===== src/source/ccu_snoop_pkg.sv =====
`default_nettype none

package ccu_snoop_pkg;

    localparam int unsigned NumInp       = 4;
    localparam int unsigned IdxWidth     = 2;
    localparam int unsigned IdxFifoDepth = 2;
    localparam int unsigned IdxPtrWidth  = $clog2(IdxFifoDepth);
    localparam int unsigned IdxCntWidth  = $clog2(IdxFifoDepth + 1);

    localparam int unsigned AddrWidth = 32;
    localparam int unsigned DataWidth = 32;

    // CR response layout, only the data transfer flag is looked at here
    localparam int unsigned CrRespWidth       = 5;
    localparam int unsigned CrDataTransferBit = 0;

    typedef enum logic [1:0] {
        ReadShared   = 2'd0,
        ReadUnique   = 2'd1,
        CleanInvalid = 2'd2,
        MakeInvalid  = 2'd3
    } snoop_op_e;

endpackage

`default_nettype wire

===== src/source/ccu_snoop_top.sv =====
`default_nettype none

module ccu_snoop_top (
    input  wire logic                                                          clk_i,
    input  wire logic                                                          reset_i,

    input  wire logic [ccu_snoop_pkg::NumInp-1:0]                              req_ac_valid_i,
    input  wire logic [ccu_snoop_pkg::NumInp-1:0][ccu_snoop_pkg::AddrWidth-1:0] req_ac_addr_i,
    input  wire ccu_snoop_pkg::snoop_op_e [ccu_snoop_pkg::NumInp-1:0]          req_ac_op_i,
    output logic      [ccu_snoop_pkg::NumInp-1:0]                              req_ac_ready_o,

    output logic      [ccu_snoop_pkg::NumInp-1:0]                              req_cr_valid_o,
    input  wire logic [ccu_snoop_pkg::NumInp-1:0]                              req_cr_ready_i,
    output logic      [ccu_snoop_pkg::CrRespWidth-1:0]                         req_cr_resp_o,

    output logic      [ccu_snoop_pkg::NumInp-1:0]                              req_cd_valid_o,
    input  wire logic [ccu_snoop_pkg::NumInp-1:0]                              req_cd_ready_i,
    output logic      [ccu_snoop_pkg::DataWidth-1:0]                           req_cd_data_o,
    output logic                                                               req_cd_last_o,

    output logic                                                               port_ac_valid_o,
    input  wire logic                                                          port_ac_ready_i,
    output logic      [ccu_snoop_pkg::AddrWidth-1:0]                           port_ac_addr_o,
    output ccu_snoop_pkg::snoop_op_e                                           port_ac_op_o,

    input  wire logic                                                          port_cr_valid_i,
    output logic                                                               port_cr_ready_o,
    input  wire logic [ccu_snoop_pkg::CrRespWidth-1:0]                         port_cr_resp_i,

    input  wire logic                                                          port_cd_valid_i,
    output logic                                                               port_cd_ready_o,
    input  wire logic [ccu_snoop_pkg::DataWidth-1:0]                           port_cd_data_i,
    input  wire logic                                                          port_cd_last_i
);
    import ccu_snoop_pkg::*;

    logic                 arb_valid;
    logic                 arb_ready;
    logic [IdxWidth-1:0]  arb_idx;
    logic [AddrWidth-1:0] arb_addr;
    snoop_op_e            arb_op;

    snoop_req_arbiter u_arbiter (
        .clk_i,
        .reset_i,
        .req_valid_i (req_ac_valid_i),
        .req_ready_o (req_ac_ready_o),
        .req_addr_i  (req_ac_addr_i),
        .req_op_i    (req_ac_op_i),
        .arb_valid_o (arb_valid),
        .arb_ready_i (arb_ready),
        .arb_idx_o   (arb_idx),
        .arb_addr_o  (arb_addr),
        .arb_op_o    (arb_op)
    );

    snoop_port_ctrl u_port_ctrl (
        .clk_i,
        .reset_i,
        .inp_ac_valid_i (arb_valid),
        .inp_ac_ready_o (arb_ready),
        .inp_idx_i      (arb_idx),
        .inp_cr_valid_o (req_cr_valid_o),
        .inp_cr_ready_i (req_cr_ready_i),
        .inp_cd_valid_o (req_cd_valid_o),
        .inp_cd_ready_i (req_cd_ready_i),
        .oup_ac_valid_o (port_ac_valid_o),
        .oup_ac_ready_i (port_ac_ready_i),
        .oup_cr_valid_i (port_cr_valid_i),
        .oup_cr_ready_o (port_cr_ready_o),
        .oup_cr_resp_i  (port_cr_resp_i),
        .oup_cd_valid_i (port_cd_valid_i),
        .oup_cd_ready_o (port_cd_ready_o),
        .oup_cd_last_i  (port_cd_last_i)
    );

    // request payload passes straight through, the controller only handles handshakes
    assign port_ac_addr_o = arb_addr;
    assign port_ac_op_o   = arb_op;

    // response payloads go to every requester, the valid bits pick the receiver
    assign req_cr_resp_o = port_cr_resp_i;
    assign req_cd_data_o = port_cd_data_i;
    assign req_cd_last_o = port_cd_last_i;

endmodule

`default_nettype wire


===== src/source/snoop_port_ctrl.sv =====
`default_nettype none

module snoop_port_ctrl (
    input  wire logic                                  clk_i,
    input  wire logic                                  reset_i,

    input  wire logic                                  inp_ac_valid_i,
    output logic                                       inp_ac_ready_o,
    input  wire logic [ccu_snoop_pkg::IdxWidth-1:0]    inp_idx_i,

    output logic      [ccu_snoop_pkg::NumInp-1:0]      inp_cr_valid_o,
    input  wire logic [ccu_snoop_pkg::NumInp-1:0]      inp_cr_ready_i,
    output logic      [ccu_snoop_pkg::NumInp-1:0]      inp_cd_valid_o,
    input  wire logic [ccu_snoop_pkg::NumInp-1:0]      inp_cd_ready_i,

    output logic                                       oup_ac_valid_o,
    input  wire logic                                  oup_ac_ready_i,
    input  wire logic                                  oup_cr_valid_i,
    output logic                                       oup_cr_ready_o,
    input  wire logic [ccu_snoop_pkg::CrRespWidth-1:0] oup_cr_resp_i,
    input  wire logic                                  oup_cd_valid_i,
    output logic                                       oup_cd_ready_o,
    input  wire logic                                  oup_cd_last_i
);
    import ccu_snoop_pkg::*;

    logic                ac_taken_q;
    logic                idx_taken_q;
    logic                ac_done;
    logic                idx_done;
    logic                idx_push_valid;
    logic                idx_push_ready;
    logic                head_valid;
    logic                head_pop;
    logic [IdxWidth-1:0] head_idx;
    logic                cr_has_data;
    logic                cr_open;
    logic                cr_fire;
    logic                data_pending_q;
    logic                cd_fire;

    // fork of the request to the port and the index FIFO
    assign oup_ac_valid_o = inp_ac_valid_i && !ac_taken_q;
    assign idx_push_valid = inp_ac_valid_i && !idx_taken_q;
    assign ac_done        = ac_taken_q || oup_ac_ready_i;
    assign idx_done       = idx_taken_q || idx_push_ready;
    assign inp_ac_ready_o = ac_done && idx_done;

    always_ff @(posedge clk_i) begin
        if (reset_i) begin
            ac_taken_q  <= 1'b0;
            idx_taken_q <= 1'b0;
        end else if (inp_ac_valid_i && !inp_ac_ready_o) begin
            ac_taken_q  <= ac_done; // one side took it, wait for the other
            idx_taken_q <= idx_done;
        end else begin
            ac_taken_q  <= 1'b0;
            idx_taken_q <= 1'b0;
        end
    end

    snoop_idx_fifo u_idx_fifo (
        .clk_i,
        .reset_i,
        .push_valid_i (idx_push_valid),
        .push_ready_o (idx_push_ready),
        .push_idx_i   (inp_idx_i),
        .pop_valid_o  (head_valid),
        .pop_ready_i  (head_pop),
        .pop_idx_o    (head_idx)
    );

    // while data is still owed the head belongs to that transfer
    assign cr_has_data = oup_cr_resp_i[CrDataTransferBit];
    assign cr_open     = head_valid && !data_pending_q;

    always_comb begin
        inp_cr_valid_o           = '0;
        inp_cr_valid_o[head_idx] = oup_cr_valid_i && cr_open;
    end

    assign oup_cr_ready_o = cr_open && inp_cr_ready_i[head_idx];
    assign cr_fire        = oup_cr_valid_i && oup_cr_ready_o;

    // CD joins the port beat with the data grant left by the CR
    always_comb begin
        inp_cd_valid_o           = '0;
        inp_cd_valid_o[head_idx] = oup_cd_valid_i && data_pending_q;
    end

    assign oup_cd_ready_o = data_pending_q && inp_cd_ready_i[head_idx];
    assign cd_fire        = oup_cd_valid_i && oup_cd_ready_o;

    assign head_pop = (cr_fire && !cr_has_data) || (cd_fire && oup_cd_last_i);

    always_ff @(posedge clk_i) begin
        if (reset_i) begin
            data_pending_q <= 1'b0;
        end else if (cr_fire && cr_has_data) begin
            data_pending_q <= 1'b1;
        end else if (cd_fire && oup_cd_last_i) begin
            data_pending_q <= 1'b0;
        end
    end

    // CR and CD are never offered together, and each goes to one input only
    a_valid_onehot: assert property (@(posedge clk_i) disable iff (reset_i)
        $onehot0({inp_cr_valid_o, inp_cd_valid_o}))
        else $error("response routed to more than one input");

    a_cd_pending: assert property (@(posedge clk_i) disable iff (reset_i)
        cd_fire |-> data_pending_q && head_valid)
        else $error("CD beat transferred without a pending data response");

endmodule

`default_nettype wire


===== src/source/snoop_idx_fifo.sv =====
`default_nettype none

module snoop_idx_fifo (
    input  wire logic                                clk_i,
    input  wire logic                                reset_i,

    input  wire logic                                push_valid_i,
    output logic                                     push_ready_o,
    input  wire logic [ccu_snoop_pkg::IdxWidth-1:0]  push_idx_i,

    output logic                                     pop_valid_o,
    input  wire logic                                pop_ready_i,
    output logic      [ccu_snoop_pkg::IdxWidth-1:0]  pop_idx_o
);
    import ccu_snoop_pkg::*;

    logic [IdxWidth-1:0]    mem_q [IdxFifoDepth];
    logic [IdxPtrWidth-1:0] wr_ptr_q;
    logic [IdxPtrWidth-1:0] rd_ptr_q;
    logic [IdxCntWidth-1:0] count_q;
    logic                   push_fire;
    logic                   pop_fire;

    assign push_ready_o = (count_q != IdxCntWidth'(IdxFifoDepth));
    assign pop_valid_o  = (count_q != '0);
    assign pop_idx_o    = mem_q[rd_ptr_q]; // head comes from a register only
    assign push_fire    = push_valid_i && push_ready_o;
    assign pop_fire     = pop_valid_o && pop_ready_i;

    always_ff @(posedge clk_i) begin
        if (push_fire) begin
            mem_q[wr_ptr_q] <= push_idx_i;
        end
    end

    always_ff @(posedge clk_i) begin
        if (reset_i) begin
            wr_ptr_q <= '0;
            rd_ptr_q <= '0;
            count_q  <= '0;
        end else begin
            if (push_fire) begin
                wr_ptr_q <= (wr_ptr_q == IdxPtrWidth'(IdxFifoDepth - 1)) ? '0 : wr_ptr_q + 1'b1;
            end
            if (pop_fire) begin
                rd_ptr_q <= (rd_ptr_q == IdxPtrWidth'(IdxFifoDepth - 1)) ? '0 : rd_ptr_q + 1'b1;
            end
            case ({push_fire, pop_fire})
                2'b10:   count_q <= count_q + 1'b1;
                2'b01:   count_q <= count_q - 1'b1;
                default: count_q <= count_q;
            endcase
        end
    end

    // a write onto the read slot while entries are held would overwrite the head
    a_no_push_full: assert property (@(posedge clk_i) disable iff (reset_i)
        push_fire |-> !((wr_ptr_q == rd_ptr_q) && (count_q != '0)))
        else $error("index pushed into a full FIFO");

    // the controller only releases a head it has already routed to
    a_no_pop_empty: assert property (@(posedge clk_i) disable iff (reset_i)
        pop_ready_i |-> pop_valid_o)
        else $error("index popped from an empty FIFO");

endmodule

`default_nettype wire


===== src/source/snoop_req_arbiter.sv =====
`default_nettype none

module snoop_req_arbiter (
    input  wire logic                                                          clk_i,
    input  wire logic                                                          reset_i,

    input  wire logic [ccu_snoop_pkg::NumInp-1:0]                              req_valid_i,
    output logic      [ccu_snoop_pkg::NumInp-1:0]                              req_ready_o,
    input  wire logic [ccu_snoop_pkg::NumInp-1:0][ccu_snoop_pkg::AddrWidth-1:0] req_addr_i,
    input  wire ccu_snoop_pkg::snoop_op_e [ccu_snoop_pkg::NumInp-1:0]          req_op_i,

    output logic                                                               arb_valid_o,
    input  wire logic                                                          arb_ready_i,
    output logic      [ccu_snoop_pkg::IdxWidth-1:0]                            arb_idx_o,
    output logic      [ccu_snoop_pkg::AddrWidth-1:0]                           arb_addr_o,
    output ccu_snoop_pkg::snoop_op_e                                           arb_op_o
);
    import ccu_snoop_pkg::*;

    logic [IdxWidth-1:0] rr_ptr_q;
    logic                lock_q;
    logic [IdxWidth-1:0] lock_idx_q;
    logic [IdxWidth-1:0] scan_idx;
    logic [IdxWidth-1:0] pick_idx;
    logic                pick_found;
    logic                arb_fire;

    // search upward from the pointer, the index width makes it wrap around
    always_comb begin
        pick_found = 1'b0;
        pick_idx   = rr_ptr_q;
        scan_idx   = rr_ptr_q;
        for (int unsigned i = 0; i < NumInp; i++) begin
            scan_idx = rr_ptr_q + IdxWidth'(i);
            if (!pick_found && req_valid_i[scan_idx]) begin
                pick_found = 1'b1;
                pick_idx   = scan_idx;
            end
        end
    end

    // a stalled grant is pinned so that a late requester cannot steal it mid fork
    assign arb_idx_o   = lock_q ? lock_idx_q : pick_idx;
    assign arb_valid_o = lock_q ? req_valid_i[lock_idx_q] : pick_found;
    assign arb_addr_o  = req_addr_i[arb_idx_o];
    assign arb_op_o    = req_op_i[arb_idx_o];
    assign arb_fire    = arb_valid_o && arb_ready_i;

    always_comb begin
        req_ready_o            = '0;
        req_ready_o[arb_idx_o] = arb_fire;
    end

    always_ff @(posedge clk_i) begin
        if (reset_i) begin
            rr_ptr_q   <= '0;
            lock_q     <= 1'b0;
            lock_idx_q <= '0;
        end else begin
            if (arb_fire) begin
                rr_ptr_q <= arb_idx_o + 1'b1; // winner gets lowest priority next
            end
            lock_q     <= arb_valid_o && !arb_ready_i;
            lock_idx_q <= arb_idx_o;
        end
    end

    a_ready_onehot: assert property (@(posedge clk_i) disable iff (reset_i)
        $onehot0(req_ready_o))
        else $error("more than one requester accepted in a cycle");

    // the requester must also keep its valid up while it waits
    a_grant_stable: assert property (@(posedge clk_i) disable iff (reset_i)
        arb_valid_o && !arb_ready_i |=> arb_valid_o && (arb_idx_o == $past(arb_idx_o)))
        else $error("grant moved away from a pending request");

endmodule

`default_nettype wire


===== config.mk =====
export PLATFORM = sky130hd
export DESIGN_NAME = ccu_snoop_top
export DESIGN_NICKNAME = d
export VERILOG_FILES = /design/src/source/ccu_snoop_pkg.sv /design/src/source/ccu_snoop_top.sv /design/src/source/snoop_port_ctrl.sv /design/src/source/snoop_idx_fifo.sv /design/src/source/snoop_req_arbiter.sv
export SDC_FILE = /design/constraint.sdc
export NUM_CORES = 1
export LEC_CHECK = 0
export BUFFER_PORTS_ARGS = -buffer_cell sky130_fd_sc_hd__buf_2
export CAP_MARGIN = 20
export CORE_AREA = 2 2 107 109
export CTS_CLUSTER_DIAMETER = 150
export DETAILED_ROUTE_END_ITERATION = 12
export DIE_AREA = 0 0 109 111
export HOLD_SLACK_MARGIN = 0.05
export PLACE_DENSITY_LB_ADDON = 0.08
export SLEW_MARGIN = 20
export SYNTH_ARGS = -nofsm -noshare
export SYNTH_HDL_FRONTEND = slang
export SYNTH_SLANG_ARGS = --single-unit

===== constraint.sdc =====
create_clock -name clk_i -period 4.4 [get_ports clk_i]
set_input_delay 0.88 -clock clk_i [delete_from_list [all_inputs] [get_ports clk_i]]
set_output_delay 0.88 -clock clk_i [all_outputs]
set_load 0.005 [all_outputs]

* Word level (Yosys, flattened, before mapping)
Memory sizes are Yosys's and may differ from the RTL's. A register that Yosys moved wholly into a read port is not among the register bits.
Index checks and enable logic that the tools add are counted.
W data, S select, Z words.
** Word-level totals
- Bits in registers :: 12
- Bits in writable memories :: 4
- Output and inout port bits :: 87
- Word-level logic and storage cells :: 111
- Memories kept :: 1
** Memories
- u_port_ctrl.u_idx_fifo.mem_q :: depth 2, width 2, read ports 1, clocked after memory_dff 1, write ports 1, line snoop_idx_fifo.sv:17 : logic [IdxWidth-1:0] mem_q [IdxFifoDepth];
** Operators by class
- Add/sub/neg operators :: 8
- Order comparisons :: 9
- Equal/unequal tests :: 3
- Multiplexer cells :: 40
- Bitwise logic cells :: 4
- Reductions and logical operators :: 37
** Operators with widths (count)
- $bmux W32 S2 :: 1
- $mux W32 :: 1
- $logic_and A1 B1 Y1 :: 22
- $mux W1 :: 22
- $lt A2 B3 Y1 const B :: 7
- $bmux W1 S2 :: 7
- $and A4 B4 Y4 :: 3
- $mux W2 :: 5
- $logic_not A1 Y1 :: 8
- $add A2 B1 Y2 const B :: 3
- $reduce_bool A2 Y1 :: 3
- $add A2 B2 Y2 const B :: 2
- $bmux W2 S2 :: 1
- $demux W1 S2 :: 2
- $ge A2 B1 Y1 const B :: 2
- $pmux W2 S2 :: 1
- $logic_or A1 B1 Y1 :: 3
- $add A1 B1 Y1 const B :: 2
- $eq A2 B1 Y1 const B :: 1
- $eq A2 B2 Y1 const B :: 1
- $ne A2 B2 Y1 const B :: 1
- $reduce_or A2 Y1 :: 1
- $sub A2 B1 Y2 const B :: 1
- $not A1 Y1 :: 1

* Longest topological paths before layout
- Depth in word-level cells :: 18
- Gate-level depth with buffers :: 9
- Mapped depth without buffers :: 8

* Hierarchy
Synthesis repeated with hierarchy kept, for this count alone.
** Unflattened totals
- Cell total of the unflattened synthesis :: 269
- Area, all modules :: 2464.9 µm²
** Modules (own cells, without submodules)
- snoop_req_arbiter :: times used 1, cells an instance 166, area each 1541.5 µm²
- snoop_idx_fifo :: times used 1, cells an instance 30, area each 365.4 µm²
- ccu_snoop_top :: times used 1, cells an instance 38, area each 285.3 µm²
- snoop_port_ctrl :: times used 1, cells an instance 35, area each 272.8 µm²

* Least setup slack after synthesis
OpenSTA, ideal clock, no wires.
- Path kind :: input port to output port
- Start :: input port req_ac_valid_i[1] (netlist bit)
- End :: output port req_ac_ready_o[1] (netlist bit)
- Arrival :: 2.249 ns
- Data required time :: 3.520 ns
- Slack :: 1.271 ns
- Stages on the path :: 7
- Path buffers :: 2
- Path through :: buf_4 > a211o_1 > a41oi_2 > buf_2 > inv_1 > ha_1 > and2_1
** Between the ends
- Word-level cells in the longest chain between the ends :: 18
- Elaborated cells on any way between the ends :: 32
- Classes of those cells :: 2 x order compare; 21 x mux; 1 x bitwise; 8 x reduce/logical
** RTL lines
- start, declared :: line ccu_snoop_top.sv:7 : input wire logic [ccu_snoop_pkg::NumInp-1:0] req_ac_valid_i,
- $bmux W1 S2 :: line snoop_req_arbiter.sv:35 : if (!pick_found && req_valid_i[scan_idx]) begin
- $mux W1 (implied by the code) :: line snoop_req_arbiter.sv:35
- $mux W1 :: line snoop_req_arbiter.sv:35
- $logic_not A1 Y1 :: line snoop_req_arbiter.sv:35
- $logic_and A1 B1 Y1 :: line snoop_req_arbiter.sv:35
- $mux W1 :: line snoop_req_arbiter.sv:35
- $logic_not A1 Y1 :: line snoop_req_arbiter.sv:35
- $logic_and A1 B1 Y1 :: line snoop_req_arbiter.sv:35
- [3 not listed]
- $mux W2 * :: line snoop_req_arbiter.sv:35
- $mux W2 * :: line snoop_req_arbiter.sv:43 : assign arb_idx_o = lock_q ? lock_idx_q : pick_idx;
- via arb_idx[0] :: line ccu_snoop_top.sv:39 : logic [IdxWidth-1:0] arb_idx;
- $lt A2 B3 Y1 (implied by the code) or $ge A2 B1 Y1 (tied branches) :: line snoop_req_arbiter.sv:51 : req_ready_o[arb_idx_o] = arb_fire;
- $logic_and A1 B1 Y1 (implied by the code) :: line snoop_req_arbiter.sv:51
- $mux W1 (implied by the code) :: line snoop_req_arbiter.sv:51
- $demux W1 S2 *
- $and A4 B4 Y4 (no source line) *
- end, declared :: line ccu_snoop_top.sv:10 : output logic [ccu_snoop_pkg::NumInp-1:0] req_ac_ready_o,
Mark *: on every way through the listed nets, which the timed path passes. The rest lies on a longest branch. The select of a mux whose other input is x is not followed.

* Worst setup path in the final report
- Start :: input port req_ac_valid_i[1] (netlist bit)
- End :: output port port_ac_addr_o[13] (netlist bit)
** Between the ends
- Word-level cells in the longest chain between the ends :: 15
- Elaborated cells on any way between the ends :: 23
- Classes of those cells :: 17 x mux; 6 x reduce/logical
** RTL lines
- $bmux W1 S2 :: line snoop_req_arbiter.sv:35
- $mux W1 (implied by the code) :: line snoop_req_arbiter.sv:35
- $mux W1 :: line snoop_req_arbiter.sv:35
- $logic_not A1 Y1 :: line snoop_req_arbiter.sv:35
- $logic_and A1 B1 Y1 :: line snoop_req_arbiter.sv:35
- $mux W1 :: line snoop_req_arbiter.sv:35
- $logic_not A1 Y1 :: line snoop_req_arbiter.sv:35
- $logic_and A1 B1 Y1 :: line snoop_req_arbiter.sv:35
- $mux W1 :: line snoop_req_arbiter.sv:35
- $logic_not A1 Y1 :: line snoop_req_arbiter.sv:35
- $logic_and A1 B1 Y1 :: line snoop_req_arbiter.sv:35
- $mux W2 * :: line snoop_req_arbiter.sv:35
- $mux W2 * :: line snoop_req_arbiter.sv:43
- $bmux W32 S2 * :: line snoop_req_arbiter.sv:45 : assign arb_addr_o = req_addr_i[arb_idx_o];
- $mux W32 (implied by the code) * :: line snoop_req_arbiter.sv:45
- end, declared :: line ccu_snoop_top.sv:23 : output logic [ccu_snoop_pkg::AddrWidth-1:0] port_ac_addr_o,
Every way passes the cells marked *; elsewhere a longest branch is shown, timed or not. The select of a mux whose other input is x is not followed.

==> impl_metrics.toml <==
[outcome]
status = "complete, no violations"

[yosys]
synth_edf_count = 4
syn_inst = 503
synth_common_cells = "41 x inv_1, 40 x buf_4, 40 x nand3_1, 39 x a21oi_1, 36 x o21ai_0"
yosysMostFrequentCell = "inv_1"
synth_ff_type = "dfxtp_1"
avgSynthCellArea_um2 = 6.982
syn_area_um2 = 3512
yosysWarningCount = 0
yosysTopAreaCell = "buf_4"
ys_ff_latch = 17
ys_seq_area_share_pct = 10.83
synth_area_leaders = "buf_4 8.6%, o31a_1 8.5%, a22o_1 7.5%"
synth_nets = 699
async_flop_share_pct = 0
ys_types = 49
netlist.area_leader.share_pct = 8.550

[drt]
dr.pass1.iters = 5
ant_nets = 0
vias = 4468
vias_per_cell = 5.758
routed_wl_um = 13810
drc = 0
drtIter0Drc = 261
drt-wirelength-per-cell_um = 17.79

[critical_path]
path_max_fanout = 68
arrival_ns = 2.89
cp-end-kind = "output pin"
cp_common_cell = "buf_2"
critPathSlowestCell = "buf_4"
start_kind = "input pin"
cpPeakStageDelay_ns = 0.61
cp_data_required_time_ns = 3.52
r2r.worst_path.cells = 6
path_class = "input pin to output pin"
path_cells = "buf_2 > o21ai_2 > a211oi_4 > buf_4 > o311ai_0 > o211ai_1 > o31a_1 > buf_2"

[global_routing]
grt_pass1_vias = 4273
met2_usage_pct = 37.56
grt_busiest_layer = "met2"
use_met1_pct = 25.75
grt_pass1_wl_um = 21030
grt_max_degree = 69
grt_use_met3_pct = 2.998
grt_antenna_before_repair = 1
globalRouteOverflowTotal = 0
grtUsageTotal_pct = 21.23

[timing]
tightestPinTransition_ns = 0.9778
finalSetupViolCount = 0
max-slew-margin-rel_pct = 34.82
period_minus_slack_ns = 3.768
fmax_mhz = 265.4
rsz0062_at_grt = "no"
slew_viol_final = 0
finalHoldViolations = 0
setup_tns_ns = 0
min_period_over_period_pct = 85.64
finalClockSkew_ns = 0.0008785

[cts]
htree_levels = 1
post-cts-setup-buffer-count = 0
cts-root-buf = "clkbuf_16"
clkSinkCount = 17
cts.hold.buffers_added = 0
cts_tree = "yes"
cts_resized = 0
clk_latency_ns = 0.24
cts_buffer_depth = 2
cts_buffers = 3
clkTransAtPathRegs_ns = 0.05

[layout]
finalNetCount = 829
syn_to_final_growth_pct = 24.47
drive_above_1_share_pct = 37.18
final_util_pct = 39.47
fin_cells = 776
fin_area_um2 = 4372

[power]
seqPwrFrac_pct = 17.3
clock_power_share_pct = 10.7
p_int_mw = 0.8675
switchingPower_mw = 0.7826
power_per_cell_area_nw_per_um2 = 377.5
p_leak_nw = 1.953
pwr-share-comb_pct = 72.0
p_sw_share_pct = 47.43
max-vdd-ir-drop_mv = 0.2085

[min_path]
hold-path-cell-count = 2
hp-class = "flop to flop"

[floorplan]
die_w_um = 109
die_y_um = 111
start_util_pct = 31.71
core-area_um2 = 11080
num_io_pins = 278
num_rows = 39
design.die.area_um2 = 12100

[place]
port_buffers = 205
gp_congestion = 0.8637
hpwl_um = 9747
dp.cells = 771
placed_area_um2 = 4290

[run]
cap_violations = 0
==> worst paths after layout <==
path | start | endpoint | slack [ns]
max | req_ac_valid_i[1] | port_ac_addr_o[13] | 0.63
min | u_port_ctrl.u_idx_fifo.count_q[1] | u_port_ctrl.u_idx_fifo.count_q[1] | 0.51
min reg2reg | u_port_ctrl.u_idx_fifo.count_q[1] | u_port_ctrl.u_idx_fifo.count_q[1] | 0.51
max reg2reg | u_arbiter.lock_q | u_port_ctrl.u_idx_fifo.count_q[1] | 1.65
==> critical path: cells and delay by family <==
family,cells,cell delay [ns]
AOI/OAI and AO/OA,5,1.03
buffers and inverters,3,0.95
==> flip-flops by register name (all words and copies together), names as in the netlist, named ones only <==
register                         flops
u_port_ctrl.idx_taken_q              1
u_port_ctrl.ac_taken_q               1
u_port_ctrl.u_idx_fifo.wr_ptr_q      1
u_port_ctrl.u_idx_fifo.mem_q         4
u_port_ctrl.u_idx_fifo.rd_ptr_q      1
u_arbiter.lock_idx_q                 2
u_port_ctrl.data_pending_q           1
u_port_ctrl.u_idx_fifo.count_q       2
u_arbiter.rr_ptr_q                   2
u_arbiter.lock_q                     1
==> layer usage <==
| layer | wire length, um | up-vias |
|---|---|---|
| met5 | 0 | - |
| met4 | 403 | 0 |
| met3 | 1058 | 30 |
| met2 | 6814 | 236 |
| met1 | 5530 | 2079 |
| li1 | - | 2123 |
==> power by group through the flow <==
stage / Sequential, mW / Combinational (mW) / Clock [mW]
2_1_floorplan: 0.246 / 0.844 / 0
3_3_place_gp: 0.286 / 1.18 / 0
3_5_place_dp: 0.287 / 1.20 / 0
4_1_cts: 0.284 / 1.20 / 0.182
5_1_grt: 0.295 / 1.31 / 0.189
6_report: 0.285 / 1.19 / 0.177
==> layout make-up <==
type | count | area [um2]
multi-input combinational | 352 | 2456
fill | 1210 | 6705
sequential | 17 | 381.6
tap | 143 | 178.9
timing repair buffer | 217 | 1116
clock buffer | 4 | 78.83
inverter | 42 | 157.7
antenna | 1 | 2.502
==> cells in the final DEF, fill, tap and decap left out, types with 2 or more instances in the layout <==
| master | synthesis | final |
|---|---|---|
| buf_2 | 14 | 205 |
| inv_1 | 41 | 41 |
| nand3_1 | 40 | 40 |
| a21oi_1 | 39 | 39 |
| o21ai_0 | 36 | 36 |
| o211ai_1 | 34 | 34 |
| o31a_1 | 34 | 34 |
| a22o_1 | 30 | 30 |
| nor2_1 | 30 | 29 |
| o311ai_1 | 21 | 21 |
| o311ai_0 | 13 | 13 |
| dfxtp_1 | 13 | 12 |
| buf_4 | 40 | 12 |
| nand2_1 | 8 | 8 |
| nor2b_1 | 7 | 7 |
| and2_1 | 7 | 7 |
| o21ai_1 | 5 | 5 |
| ha_1 | 5 | 5 |
| or3_1 | 4 | 4 |
| edfxtp_1 | 4 | 4 |
| nor3_1 | 3 | 3 |
| o21bai_1 | 4 | 3 |
| clkbuf_16 | 0 | 3 |
| a21o_1 | 2 | 2 |
| nor4bb_1 | 2 | 2 |
| o2111ai_1 | 2 | 2 |
| o32ai_2 | 2 | 2 |
| a211o_1 | 2 | 2 |
| nor4b_1 | 2 | 2 |
| mux2i_1 | 2 | 2 |
| xnor2_1 | 2 | 2 |
| mux2_1 | 2 | 2 |
==> metrics by stage <==
step / hold WS, ns / worst slack (ns) / power [mW]
global placement: 0.4911 / 0.6972 / 1.468
detailed placement: 0.4991 / 0.6598 / 1.482
floorplan: 0.4668 / 1.271 / 1.091
global route: 0.5573 / 0.4547 / 1.796
CTS: 0.5084 / 0.6434 / 1.667
finish: 0.5069 / 0.6319 / 1.650
==> cells by family (layout without fill, tap and decap cells) <==
kind of cell / Yosys count / in the layout / synth area share [%]
AOI/OAI and AO/OA: 230 / 230 / 48.74
other: 0 / 1 / 0
and+or+nand+nor: 109 / 109 / 16.10
xor gates and xnor gates: 3 / 3 / 0.7483
buffers and inverters: 134 / 263 / 19.95
muxes: 5 / 5 / 1.852
DFF: 17 / 17 / 10.83
adders and majority gates: 5 / 5 / 1.781
Power figures use the tool's default switching activity.
